**src/design/lake_mem_pkg.sv**
```systemverilog
package lake_mem_pkg;

  localparam int word_width = 16;
  localparam int line_words = 4;    // words moved per SRAM access
  localparam int agg_depth = 4;
  localparam int sram_depth = 512;
  localparam int agg_addr_width = 2;
  localparam int sram_addr_width = 9;

  typedef logic [word_width-1:0] word_t;

  // word 0 sits in the low bits
  typedef word_t [line_words-1:0] line_t;

endpackage

```
**src/design/lake_cfg_pkg.sv**
```systemverilog
package lake_cfg_pkg;

  localparam int loop_dims = 3;   // levels per loop nest, 0 is innermost
  localparam int cfg_width = 16;  // range, start and stride fields
  localparam int dim_width = 4;
  localparam int sel_width = 2;   // wide enough to name any level

  // one access pattern: loop nest, address generator and schedule
  typedef struct packed {
    logic [dim_width-1:0]                dims;           // active levels, 0 = idle
    logic [loop_dims-1:0][cfg_width-1:0] ranges;         // iteration count minus one
    logic [cfg_width-1:0]                addr_start;
    logic [loop_dims-1:0][cfg_width-1:0] addr_strides;
    logic [cfg_width-1:0]                sched_start;    // first firing cycle
    logic [loop_dims-1:0][cfg_width-1:0] sched_strides;
  } access_cfg_t;

  // aggregator to SRAM transfer
  // pat drives the nest, the schedule and the SRAM write address
  typedef struct packed {
    access_cfg_t                         pat;
    logic [cfg_width-1:0]                src_start;      // bit 2 picks the lane
    logic [loop_dims-1:0][cfg_width-1:0] src_strides;
  } edge_cfg_t;

endpackage
```
**src/design/agg_lane.sv**
```systemverilog
`timescale 1ns/1ps

module agg_lane (
  input  logic                                     clk,
  input  logic                                     rst_n,
  input  logic                                     clk_en,
  input  logic                                     flush,
  input  logic [lake_cfg_pkg::cfg_width-1:0]       cycle_count,
  input  lake_cfg_pkg::access_cfg_t                cfg,
  input  lake_mem_pkg::word_t                      word_in,
  input  logic [lake_mem_pkg::agg_addr_width-1:0]  rd_addr,
  output lake_mem_pkg::line_t                      line_out
);

  logic                                     wr_fire;
  logic [lake_mem_pkg::agg_addr_width-1:0]  wr_addr;
  lake_mem_pkg::word_t                      regs [lake_mem_pkg::agg_depth];

  access_ctrl #(
    .addr_width (lake_mem_pkg::agg_addr_width)
  ) wr_ctrl (
    .clk         (clk),
    .rst_n       (rst_n),
    .clk_en      (clk_en),
    .flush       (flush),
    .cycle_count (cycle_count),
    .cfg         (cfg),
    .fire        (wr_fire),
    .restart     (),
    .level       (),
    .addr        (wr_addr)
  );

  always_ff @(posedge clk) begin
    if (wr_fire) begin
      regs[wr_addr] <= word_in;
    end
  end

  // rotated line, wraps mod 4
  always_comb begin
    logic [lake_mem_pkg::agg_addr_width-1:0] idx;
    idx = rd_addr;
    for (int i = 0; i < lake_mem_pkg::line_words; i++) begin
      line_out[i] = regs[idx];
      idx = idx + 1'b1;
    end
  end

  word_known_on_fire: assert property (
    @(posedge clk) disable iff (!rst_n)
    wr_fire |-> !$isunknown(word_in)
  );

endmodule

```
**src/design/access_ctrl.sv**
```systemverilog
`timescale 1ns/1ps

module access_ctrl #(
  parameter int addr_width = 9
) (
  input  logic                                clk,
  input  logic                                rst_n,
  input  logic                                clk_en,
  input  logic                                flush,
  input  logic [lake_cfg_pkg::cfg_width-1:0]  cycle_count,
  input  lake_cfg_pkg::access_cfg_t           cfg,
  output logic                                fire,
  output logic                                restart,
  output logic [lake_cfg_pkg::sel_width-1:0]  level,
  output logic [addr_width-1:0]               addr
);

  logic [lake_cfg_pkg::loop_dims-1:0][lake_cfg_pkg::cfg_width-1:0] cnt;
  logic [lake_cfg_pkg::loop_dims-1:0] maxed;
  logic [addr_width-1:0]              addr_off;
  logic [lake_cfg_pkg::cfg_width-1:0] sched_off;
  logic [lake_cfg_pkg::cfg_width-1:0] sched_addr;
  logic                               active;
  logic                               finished;

  always_comb begin
    for (int k = 0; k < lake_cfg_pkg::loop_dims; k++) begin
      maxed[k] = (cnt[k] == cfg.ranges[k]);
    end
  end

  // lowest active level that has not reached its range
  always_comb begin
    logic found;
    found = 1'b0;
    level = '0;
    for (int k = 0; k < lake_cfg_pkg::loop_dims; k++) begin
      if (!found && (k < cfg.dims) && !maxed[k]) begin
        level = k[lake_cfg_pkg::sel_width-1:0];
        found = 1'b1;
      end
    end
    restart = !found;  // every active level at range
  end

  assign active = (cfg.dims != '0);
  assign sched_addr = cfg.sched_start + sched_off;
  assign fire = clk_en && active && !finished && (cycle_count == sched_addr);
  assign addr = cfg.addr_start[addr_width-1:0] + addr_off;

  always_ff @(posedge clk or negedge rst_n) begin
    if (!rst_n) begin
      cnt <= '0;
      addr_off <= '0;
      sched_off <= '0;
      finished <= 1'b0;
    end else if (clk_en) begin
      if (flush) begin
        cnt <= '0;
        addr_off <= '0;
        sched_off <= '0;
        finished <= 1'b0;
      end else begin
        if (fire) begin
          sched_off <= sched_off + cfg.sched_strides[level];
          if (restart) begin
            addr_off <= '0;
          end else begin
            addr_off <= addr_off + cfg.addr_strides[level][addr_width-1:0];
          end
          for (int k = 0; k < lake_cfg_pkg::loop_dims; k++) begin
            if (restart || (k < level)) begin
              cnt[k] <= '0;  // inner levels wrap
            end else if (k == level) begin
              cnt[k] <= cnt[k] + 1'b1;
            end
          end
        end
        if (!active || (fire && restart)) begin
          finished <= 1'b1;  // last fire, or idle pattern
        end
      end
    end
  end

  // a firing nest only uses levels that the hardware has
  level_in_nest: assert property (
    @(posedge clk) disable iff (!rst_n)
    fire |-> (level < cfg.dims) && (cfg.dims <= lake_cfg_pkg::loop_dims)
  );

endmodule

```
**config.mk**
```make
export PLATFORM = sky130hd
export DESIGN_NAME = agg_lane
export DESIGN_NICKNAME = d
export VERILOG_FILES = /design/src/design/lake_mem_pkg.sv /design/src/design/lake_cfg_pkg.sv /design/src/design/agg_lane.sv /design/src/design/access_ctrl.sv
export SDC_FILE = /design/constraint.sdc
export NUM_CORES = 1
export LEC_CHECK = 0
export BUFFER_PORTS_ARGS = -buffer_cell sky130_fd_sc_hd__buf_2
export CORE_UTILIZATION = 57
export DETAILED_ROUTE_END_ITERATION = 8
export PLACE_DENSITY = 0.87
export SYNTH_ARGS = -nofsm -noshare
export SYNTH_HDL_FRONTEND = slang
export SYNTH_SLANG_ARGS = --single-unit
```
**constraint.sdc**
```tcl
create_clock -name clk -period 7.6 [get_ports clk]
set_input_delay 0.76 -clock clk [delete_from_list [all_inputs] [get_ports clk]]
set_output_delay 0.76 -clock clk [all_outputs]
set_load 0.005 [all_outputs]
```
==> results.ini, run 1 <==
[status]
outcome = finished, final reports clean

[timing]
finalCriticalPeriod_ps = 5570
finClkSkew_ps = 11.4
hold_slack_ps = 505
min_period_over_period_pct = 73.4
worst_pin_slew_ps = 1170
slew_viol_final = 0
rsz0062_at_grt = false
timing.setup.tns_ps = 0
setup_viol = 0
hold_viol = 0
maxSlewHeadroom_pct = 21.9
fmax_mhz = 179

[detailed_routing]
wl_um = 24100
drt-vias-per-instance = 6.10
ant_nets = 0
wl_per_cell_um = 18.3
drc_errors = 0
drtIter0Drc = 569
firstDrtPassIters = 5
vias = 8023

[setup_path]
worstReg2RegStart = wr_ctrl.cnt[16]
r2r_end = wr_ctrl.sched_off[15]
cp-endpoint = wr_ctrl.sched_off[15]
cp.arrival_ps = 5950
crit_required_ps = 7970
setup.worst_path.end_class = flop
crit_fanout = 18
critPathLaunch = cfg[146]
worst-setup-path-type = in2reg
r2r_cells = 17
rrSetupSlack_ps = 2060
start_kind = primary input

[logic_synthesis]
netlist_instances = 873
synthArstFlopShare_pct = 51.1
synth_top_area_share_pct = 20.6
ys_seq_elements = 131
ys_types = 63
ys_top_cells_by_area = edfxtp_1 (21%), dfrtp_1 (18%), mux4_2 (15%)
syn_area_mm2 = 0.00932
synth_edf_count = 64
synth_area_per_cell_um2 = 10.7
synth.largest_area_cell = edfxtp_1
yosys_warnings = 0
yosysSeqAreaShare_pct = 38.6
ys.flop_type = dfrtp_1
synth_nets = 1131

[global_routing]
grtUsageTotal_pct = 29.5
grt_pass1_vias = 7584
grt_pass1_wl_um = 38200
grt-ovfl-total = 0
antenna_found_initial = 2
grt_max_degree = 68

[die]
die_h_um = 130
num_io_pins = 282
die_x_um = 130
die_area_mm2 = 0.0169
core.rowCount = 46
initial_utilization_pct = 58.4
coreArea_mm2 = 0.0159

[job]
drv_cap = 0

[clocking]
cts_hold_buf = 0
post_cts_buffers = 0
ctsResizeCount = 0
ctsHtreeMaxLevel = 4
clk_pin_slew_ps = 60
cts_tree = yes
root_buffer = clkbuf_16
numCtsBuffers = 17
cts.sinks = 131
clock_path_buffers = 2
insertion_delay_ps = 430

[power_and_ir_drop]
seq_power_share_pct = 42.0
leakagePower_nw = 4.77
power_frac_clock_pct = 43.8
power.total_w = 0.00186
ir_drop_uv = 160
swShare_pct = 26.0
power_frac_comb_pct = 14.2
p_int_w = 0.00137
power_density_mw_per_mm2 = 165
p_sw_w = 0.000483

[place]
port_buffers = 225
dp_hpwl_um = 17700
gp_congestion = 0.946

[min_path]
min-delay-path-class = in2async

[final_layout]
area_delta_synth_final_pct = 20.5
fin_nets = 1343
drive_gt1_share_pct = 30.9

[routing by layer]
layer	GRT usage (%)	vias to the layer above	wire (um)
met5	0	-	0
met4	11.6	0	685
met3	6.40	52	1700
met2	50.5	338	12100
met1	36.7	3891	9620
li1	-	3742	-
[final cells by class]
class | count | area [um2]
Tap cell | 216 | 270
Fill cell | 1162 | 4710
Antenna cell | 2 | 5.00
Sequential cell | 131 | 3600
Multi-Input combinational cell | 682 | 5500
Clock inverter | 14 | 158
Clock buffer | 18 | 429
Timing Repair Buffer | 234 | 1190
Inverter | 19 | 71.3
[cell usage after synthesis, types with 7 or more instances]
cell and number:
xnor2_1 56, o31ai_1 7, nand2_1 52, a31oi_1 8, nor2_1 85, and3_1 26, nor4_1 11, or3_1 10
edfxtp_1 64, dfrtp_1 67, o2111ai_1 7, mux4_2 64, clkbuf_1 28, nand3_1 25, a21oi_1 31, ha_1 38
xor2_1 46, o21ai_0 71, buf_1 8, a21o_1 10, o22ai_1 20, inv_1 19, nor3_1 8, o21a_1 9
nand4_1 14, nand2b_1 10, nor2b_1 7
[stage by stage]
stage                     setup WS, ps  instance area [um2]  util (%)  std cells
after global routing              1520                11200      70.4       1315
after floorplan                   2950                 9320         -        873
after CTS                         2180                11200      70.4       1314
final                             2030                11200      70.4       1316
after global placement            1920                10600      66.7       1282
after detailed placement          1750                10600      66.7       1282
[power by group through the flow]
| stage | clock network, W | registers, W | logic (W) |
|---|---|---|---|
| after floorplan | 0 | 0.000786 | 0.000159 |
| after global placement | 0 | 0.000792 | 0.000253 |
| after detailed placement | 0 | 0.000792 | 0.000263 |
| after CTS | 0.000820 | 0.000779 | 0.000265 |
| after global routing | 0.000852 | 0.000781 | 0.000294 |
| final | 0.000814 | 0.000779 | 0.000264 |
[worst min path at each step]
stage | cells past startpoint | startpoint | to | slack, ps
after floorplan | 0 | rst_n | wr_ctrl.addr_off[0] | 460
after global placement | 1 | wr_ctrl.cnt[15] | wr_ctrl.cnt[15] | 490
after detailed placement | 1 | wr_ctrl.cnt[15] | wr_ctrl.cnt[15] | 510
after CTS | 1 | wr_ctrl.cnt[15] | wr_ctrl.cnt[15] | 530
after global routing | 1 | wr_ctrl.cnt[15] | wr_ctrl.cnt[15] | 540
final | 2 | rst_n | wr_ctrl.cnt[46] | 500
[flip-flops by register name, indices dropped and copies added (netlist names)]
name and count:
wr_ctrl.finished 1, wr_ctrl.addr_off 2, wr_ctrl.cnt 48, wr_ctrl.sched_off 16, regs 64
[worst max-delay path: stages]
cell      delay, ps
buf_2           120
xnor2_1         230
nand4_1         120
nor4_1          870
nand3_1         780
o22a_1          380
o21a_1          130
ha_1            290
a211oi_1        380
o21ai_0         150
a31oi_1         270
nor2b_1          80
o21a_1          190
nor4_1          410
o31ai_1         230
xnor2_1         220
mux2i_1         240
a21o_1          100
[cell usage in the layout (no fill, tap or decap), types with 4 or more instances in the layout]
cell type,Yosys,layout
a21o_1,10,10
a21oi_1,31,31
a31oi_1,8,7
and2_1,5,5
and3_1,26,26
buf_2,5,225
buf_4,0,9
clkbuf_16,0,17
clkinv_4,0,5
dfrtp_1,67,67
edfxtp_1,64,64
ha_1,38,38
inv_1,19,19
mux2i_1,6,6
mux4_2,64,64
nand2_1,52,52
nand2b_1,10,10
nand3_1,25,25
nand4_1,14,14
nor2_1,85,85
nor2b_1,7,7
nor3_1,8,8
nor4_1,11,11
o2111ai_1,7,7
o211ai_1,6,6
o21a_1,9,9
o21ai_0,71,71
o21ai_1,4,4
o22ai_1,20,20
o31ai_1,7,7
or2_2,5,5
or3_1,10,10
xnor2_1,56,56
xor2_1,46,46
[kinds of logic after synthesis]
| family | Yosys count | share of synthesized area (%) |
|---|---|---|
| AOI/OAI and AO/OA | 196 | 12.9 |
| xor gates and xnor gates | 102 | 9.59 |
| adders and majority gates | 40 | 5.53 |
| buffers and inverters | 60 | 2.48 |
| DFF | 131 | 38.6 |
| muxes | 70 | 16.1 |
| and+or+nand+nor | 274 | 14.7 |
Power figures use the tool's default switching activity.
==> run 2, diff against run 1 <==
--- a/config.mk
+++ b/config.mk
@@ -5,10 +5,11 @@
 export SDC_FILE = /design/constraint.sdc
 export NUM_CORES = 1
 export LEC_CHECK = 0
+export ABC_AREA = 1
 export BUFFER_PORTS_ARGS = -buffer_cell sky130_fd_sc_hd__buf_2
-export CORE_UTILIZATION = 57
+export CORE_UTILIZATION = 49
 export DETAILED_ROUTE_END_ITERATION = 8
-export PLACE_DENSITY = 0.87
+export PLACE_DENSITY = 0.78
 export SYNTH_ARGS = -nofsm -noshare
 export SYNTH_HDL_FRONTEND = slang
 export SYNTH_SLANG_ARGS = --single-unit
==> constraint.sdc (replaced) <==
create_clock -name clk -period 4.88 [get_ports clk]
set_input_delay 0.488 -clock clk [delete_from_list [all_inputs] [get_ports clk]]
set_output_delay 0.488 -clock clk [all_outputs]
set_load 0.005 [all_outputs]
==> run 2 against run 1 <==
Net effect:
- final cell count increased by 60%
- largest power group unchanged
- critical path depth increased by 8
- first-iteration DRC count decreased by 5.6%
- die area increased by 32%
- critical endpoint is now wr_ctrl.sched_off[14]
- global-route usage decreased by 4.6 points
- non-clock buffer count increased by 4
- sequential power increased by 57%
==> results.ini, run 2 <==
[logic_synthesis]
ys_top_cells_by_area = nand2_1 (18%), edfxtp_1 (18%), dfrtp_1 (16%)
yosysSeqAreaShare_pct = 34.0
ys_types = 43
synth_top_area_share_pct = 18.2
ys.flop_type = dfrtp_1
synthArstFlopShare_pct = 51.1
synth_most_common_cell = nand2_1
yosys_warnings = 0
yosys-top-cells-count = nand2_1 (514), inv_1 (220), nor2_1 (172), nand3_1 (113), o21ai_0 (112)
syn_area_mm2 = 0.0106
synth.largest_area_cell = nand2_1
synth_edf_count = 64
ys_seq_elements = 131
netlist_instances = 1616
synth_nets = 1874
synth_area_per_cell_um2 = 6.55

[clocking]
numCtsBuffers = 17
post_cts_buffers = 0
ctsResizeCount = 0
root_buffer = clkbuf_16
clock_path_buffers = 2
cts.sinks = 131
clk_pin_slew_ps = 60
cts_hold_buf = 0
cts_tree = yes
ctsHtreeMaxLevel = 4
insertion_delay_ps = 430

[place]
port_buffers = 225
gp_congestion = 0.897
dp_hpwl_um = 20400
dpl_cell_area_mm2 = 0.0119

[final_layout]
reg.largest.list = regs: 64 flops, wr_ctrl.cnt: 48 flops, wr_ctrl.sched_off: 16 flops
regMostFlops = regs
layout_common_cells = nand2_1 (514), buf_2 (225), inv_1 (220)
final_common_cell = nand2_1
fin_area_mm2 = 0.0125
multi_input_area_mm2 = 0.00586
largest_reg_flops = 64
area_delta_synth_final_pct = 18.2
drive_gt1_share_pct = 16.5
regArea_mm2 = 0.00360
fin_nets = 2076
fillCellCount = 1927

[status]
outcome = finished, final reports clean

[setup_path]
worst-setup-path-type = reg2reg
timing.critical_path.buf_inv = 4
cpMaxStageDelayCell = dfrtp_1
crit_required_ps = 5240
slowest_delay_ps = 460
cp.arrival_ps = 4470
path_delay_family = simple AND/OR/NAND/NOR gates
setup.worst_path.end_class = flop
crit_fanout = 15
start_kind = flop
path_common_cell = nand2_1

[detailed_routing]
wl_um = 27100
wl_per_cell_um = 12.9
drc_errors = 0
firstDrtPassIters = 6
vias = 10700
ant_nets = 0
drtIter0Drc = 537
drt-vias-per-instance = 5.07

[job]
drv_cap = 0

[power_and_ir_drop]
power_density_mw_per_mm2 = 245
swShare_pct = 29.2
power_frac_clock_pct = 43.2
ir_drop_uv = 238
leakagePower_nw = 6.48
p_int_w = 0.00217
seq_power_share_pct = 39.8
power_frac_comb_pct = 17.0
p_sw_w = 0.000891

[die]
die_x_um = 149
die_h_um = 149
core.rowCount = 53
coreArea_mm2 = 0.0211
initial_utilization_pct = 50.2
die_area_mm2 = 0.0222
num_io_pins = 282

[timing]
setup_viol = 0
rsz0062_at_grt = false
slew_viol_final = 0
min_period_over_period_pct = 84.1
fmax_mhz = 244
timing.setup.tns_ps = 0
worst_pin_slew_ps = 1090
hold_viol = 0
finalCriticalPeriod_ps = 4100
maxSlewHeadroom_pct = 27.1
finClkSkew_ps = 7.78

[global_routing]
grt_pass1_wl_um = 43700
grt_max_degree = 129
grtUsageTotal_pct = 24.9
antenna_found_initial = 3
grt_pass1_vias = 9547
grt-ovfl-total = 0

[min_path]
min-delay-path-class = in2async

## run 2: cell types whose count changed after synthesis, moves of 26 or more
| cell | delta |
|---|---|
| a21oi_1 | +26 |
| inv_1 | +201 |
| nor2_1 | +87 |
| xnor2_1 | -40 |
| and3_1 | -26 |
| mux4_2 | -64 |
| nor3_1 | +39 |
| nand2_1 | +462 |
| nand3_1 | +88 |
| o21ai_0 | +41 |
## run 2: power by group through the flow
stage          clock network, W  logic [W]  registers, W
2_1_floorplan                 0   0.000329       0.00123
3_3_place_gp                  0   0.000504       0.00124
4_1_cts                 0.00134   0.000522       0.00122
5_1_grt                 0.00139   0.000595       0.00122
6_report                0.00132   0.000521       0.00122
3_5_place_dp                  0   0.000518       0.00124
## run 2: final timing paths
check	startpoint	endpoint	slack, ps	cells after the start
max	wr_ctrl.cnt[21]	wr_ctrl.sched_off[14]	780	26
min	rst_n	wr_ctrl.cnt[41]	140	1
max reg2reg	wr_ctrl.cnt[21]	wr_ctrl.sched_off[14]	780	26
min reg2reg	wr_ctrl.cnt[38]	wr_ctrl.cnt[38]	530	2
max in group asynchronous	rst_n	wr_ctrl.sched_off[14]	3720	2
min in group clk	word_in[13]	regs[3][13]	270	1
## run 2: cell families (layout without fill, tap and decap cells)
group,after synthesis,after routing,share of synthesized area (%)
buf+inv,286,501,10.8
compound gates,204,204,10.2
flops,131,131,34.0
other cells,0,2,0
xor+xnor,66,66,5.46
fa+ha+maj,40,40,4.87
simple gates,889,889,34.7
## run 2: through the flow
stage	cells	utilization (%)	power, W	hold WS, ps	setup WS, ps
after floorplan	1616	-	0.00156	192	1380
after global placement	2074	56.4	0.00174	499	795
after detailed placement	2074	56.4	0.00176	512	777
after CTS	2106	59.3	0.00308	169	791
after global routing	2106	59.3	0.00321	208	316
final	2108	59.3	0.00306	144	778
## run 2: layout make-up
| class | count | share of cell area [%] |
|---|---|---|
| clock inverter | 15 | 1.44 |
| tap | 275 | 2.75 |
| timing repair buffer | 238 | 9.78 |
| clock buffer | 17 | 3.40 |
| multi-input combinational | 1199 | 46.9 |
| antenna | 2 | 0.0400 |
| inverter | 231 | 6.93 |
| sequential | 131 | 28.8 |
## run 2: per-layer routing
metal  routed length [um]  GRT usage, %  vias up
met5                   18             0        -
met4                  582          9.39        2
met3                 1870          5.14       53
met2                13100          43.2      335
met1                11500          30.3     4739
li1                     -             -     5567
==> run 3, diff against run 2 <==
==> constraint.sdc (replaced) <==
create_clock -name clk -period 3.7 [get_ports clk]
set_input_delay 0.37 -clock clk [delete_from_list [all_inputs] [get_ports clk]]
set_output_delay 0.37 -clock clk [all_outputs]
set_load 0.005 [all_outputs]
==> run 3 against run 2 <==
Net effect:
- flip-flop and latch count unchanged
- non-clock buffer count increased by 28
- register-to-register slack got worse by 520 ps
- combinational power increased by 36%
- worst hold slack got worse by 100 ps
- critical path type unchanged
- via count increased by 1.2%
- clock-buffer cell count unchanged
- clock skew increased by 3.1 ps
- sequential power increased by 31%
- largest cell class unchanged
- sequential share of layout area decreased by 0.49 points
==> results.ini, run 3 (synthesized netlist as in run 2, its figures left out) <==
[die]
die_h_um = 149
core.rowCount = 53
die_x_um = 149
die_area_mm2 = 0.0222
initial_utilization_pct = 50.2
coreArea_mm2 = 0.0211
num_io_pins = 282

[place]
dpl_cell_area_mm2 = 0.0121
port_buffers = 225
gp_congestion = 0.917
dp_hpwl_um = 21200

[global_routing]
antenna_found_initial = 6
grtUsageTotal_pct = 24.8
grt_max_degree = 129
grt-ovfl-total = 0
grt_pass1_vias = 9568
grt_pass1_wl_um = 43900

[power_and_ir_drop]
leakagePower_nw = 6.61
power.total_w = 0.00391
ir_drop_uv = 295
power_density_mw_per_mm2 = 307

[detailed_routing]
vias = 10800
wl_per_cell_um = 12.8
drtIter0Drc = 549
firstDrtPassIters = 5
wl_um = 27400
drt-vias-per-instance = 5.06
ant_nets = 0
drc_errors = 0

[setup_path]
crit_required_ps = 4010
worst-setup-path-type = reg2reg
crit_fanout = 19
cp.arrival_ps = 3750
setup.worst_path.end_class = flop
critPathLaunch = wr_ctrl.cnt[18]
worstReg2RegStart = wr_ctrl.cnt[18]
start_kind = flop

[timing]
fmax_mhz = 291
slew_viol_final = 0
finalCriticalPeriod_ps = 3440
hold_viol = 0
setup_viol = 0
min_period_over_period_pct = 93.0
maxSlewHeadroom_pct = 32.6
worst_pin_slew_ps = 1010
finClkSkew_ps = 10.9

[final_layout]
fin_area_mm2 = 0.0127
final_common_cell = nand2_1
multi_input_area_mm2 = 0.00590
layout_common_cells = nand2_1 (512), buf_2 (225), inv_1 (220)
regArea_mm2 = 0.00360
fillCellCount = 1957
largest_reg_flops = 64
reg.largest.list = regs: 64 flops, wr_ctrl.cnt: 48 flops, wr_ctrl.sched_off: 16 flops
final_util_pct = 60.4
regMostFlops = regs
drive_gt1_share_pct = 18.7
fin_nets = 2104
area_delta_synth_final_pct = 20.4

[clocking]
numCtsBuffers = 17
cts_tree = yes
ctsHtreeMaxLevel = 4
insertion_delay_ps = 430
cts.sinks = 131
root_buffer = clkbuf_16
clk_pin_slew_ps = 60
clock_path_buffers = 2

[min_path]
min-delay-path-class = in2async

[job]
drv_cap = 0

[status]
outcome = finished, final reports clean

run 3: changes by cell type in the layout (fill, tap and decap cells not counted), moves of 3 or more:
cell	delta
inv_6	-3
dfrtp_1	-4
clkinvlp_4	+3
buf_4	+25
nor2_2	+3
nor2_1	-3
diode_2	+3
o21ai_0	-3
dfrtp_2	+4
run 3: routing by layer:
metal | wire length, um | part of all wire (%) | GRT usage, %
met3 | 1810 | 6.6 | 5.05
met4 | 790 | 2.9 | 9.95
met2 | 13200 | 48 | 43.2
met1 | 11600 | 42 | 29.9
met5 | 15 | 0.055 | 0
run 3: through the flow:
step | instances | setup TNS, ps | setup WS, ps | hold WS [ps]
final | 2139 | 0 | 261 | 40.9
after global placement | 2099 | 0 | 61.2 | 503
after floorplan | 1616 | 0 | 238 | 74.4
after CTS | 2131 | 0 | 79.9 | 85.3
after global routing | 2135 | -12.1 | -12.1 | 115
after detailed placement | 2099 | 0 | 22.2 | 513
run 3: layout make-up:
| class | instances | area share [%] |
|---|---|---|
| Tap cell | 275 | 2.70 |
| Clock inverter | 15 | 1.07 |
| Antenna cell | 5 | 0.0982 |
| Multi-Input combinational cell | 1199 | 46.3 |
| Sequential cell | 131 | 28.3 |
| Timing Repair Buffer | 266 | 11.4 |
| Clock buffer | 17 | 3.34 |
| Inverter | 231 | 6.80 |
run 3: worst max-delay path, stage by stage (launching register included):
cell      delay, ps
dfrtp_1         410
inv_1           100
nand2_1          70
nand2_1          50
nor2_1          100
nand2_1          70
nor2_2          170
nand2_2         110
inv_1           100
nand3_1         140
buf_6           210
o22ai_1         150
nor2_2           80
ha_1            320
a21oi_2         160
o21ai_2          80
nand2_1          60
nand3_1         110
nand3_1          90
nand2_1          90
a21boi_2        180
o21ai_1          90
or2_2           270
nand3_1          70
nand2_1          50
run 3: final timing paths:
path / slack [ps] / depth (start not counted) / endpoint
max: 260 / 24 / wr_ctrl.sched_off[14]
min: 40 / 1 / wr_ctrl.cnt[39]
max reg2reg: 260 / 24 / wr_ctrl.sched_off[14]
min reg2reg: 530 / 2 / wr_ctrl.cnt[31]
max in group asynchronous: 2640 / 2 / wr_ctrl.cnt[2]
min in group clk: 160 / 1 / regs[2][8]
run 3: repair_timing:
action / 4_1_cts / 5_1_grt
buffers inserted: 0 / 3
endpoints found under the setup margin: 1 / 5
hold buffers: 0 / 0
gates resized for setup: 2 / 21
pin swaps: 0 / 2
run 3: power breakdown:
group | internal (W) | switching, W | leakage [nW] | total (W)
Sequential | 0.00156 | 0.0000378 | 1.49 | 0.00160
Clock | 0.000885 | 0.000720 | 0.265 | 0.00161
Combinational | 0.000288 | 0.000422 | 4.85 | 0.000709
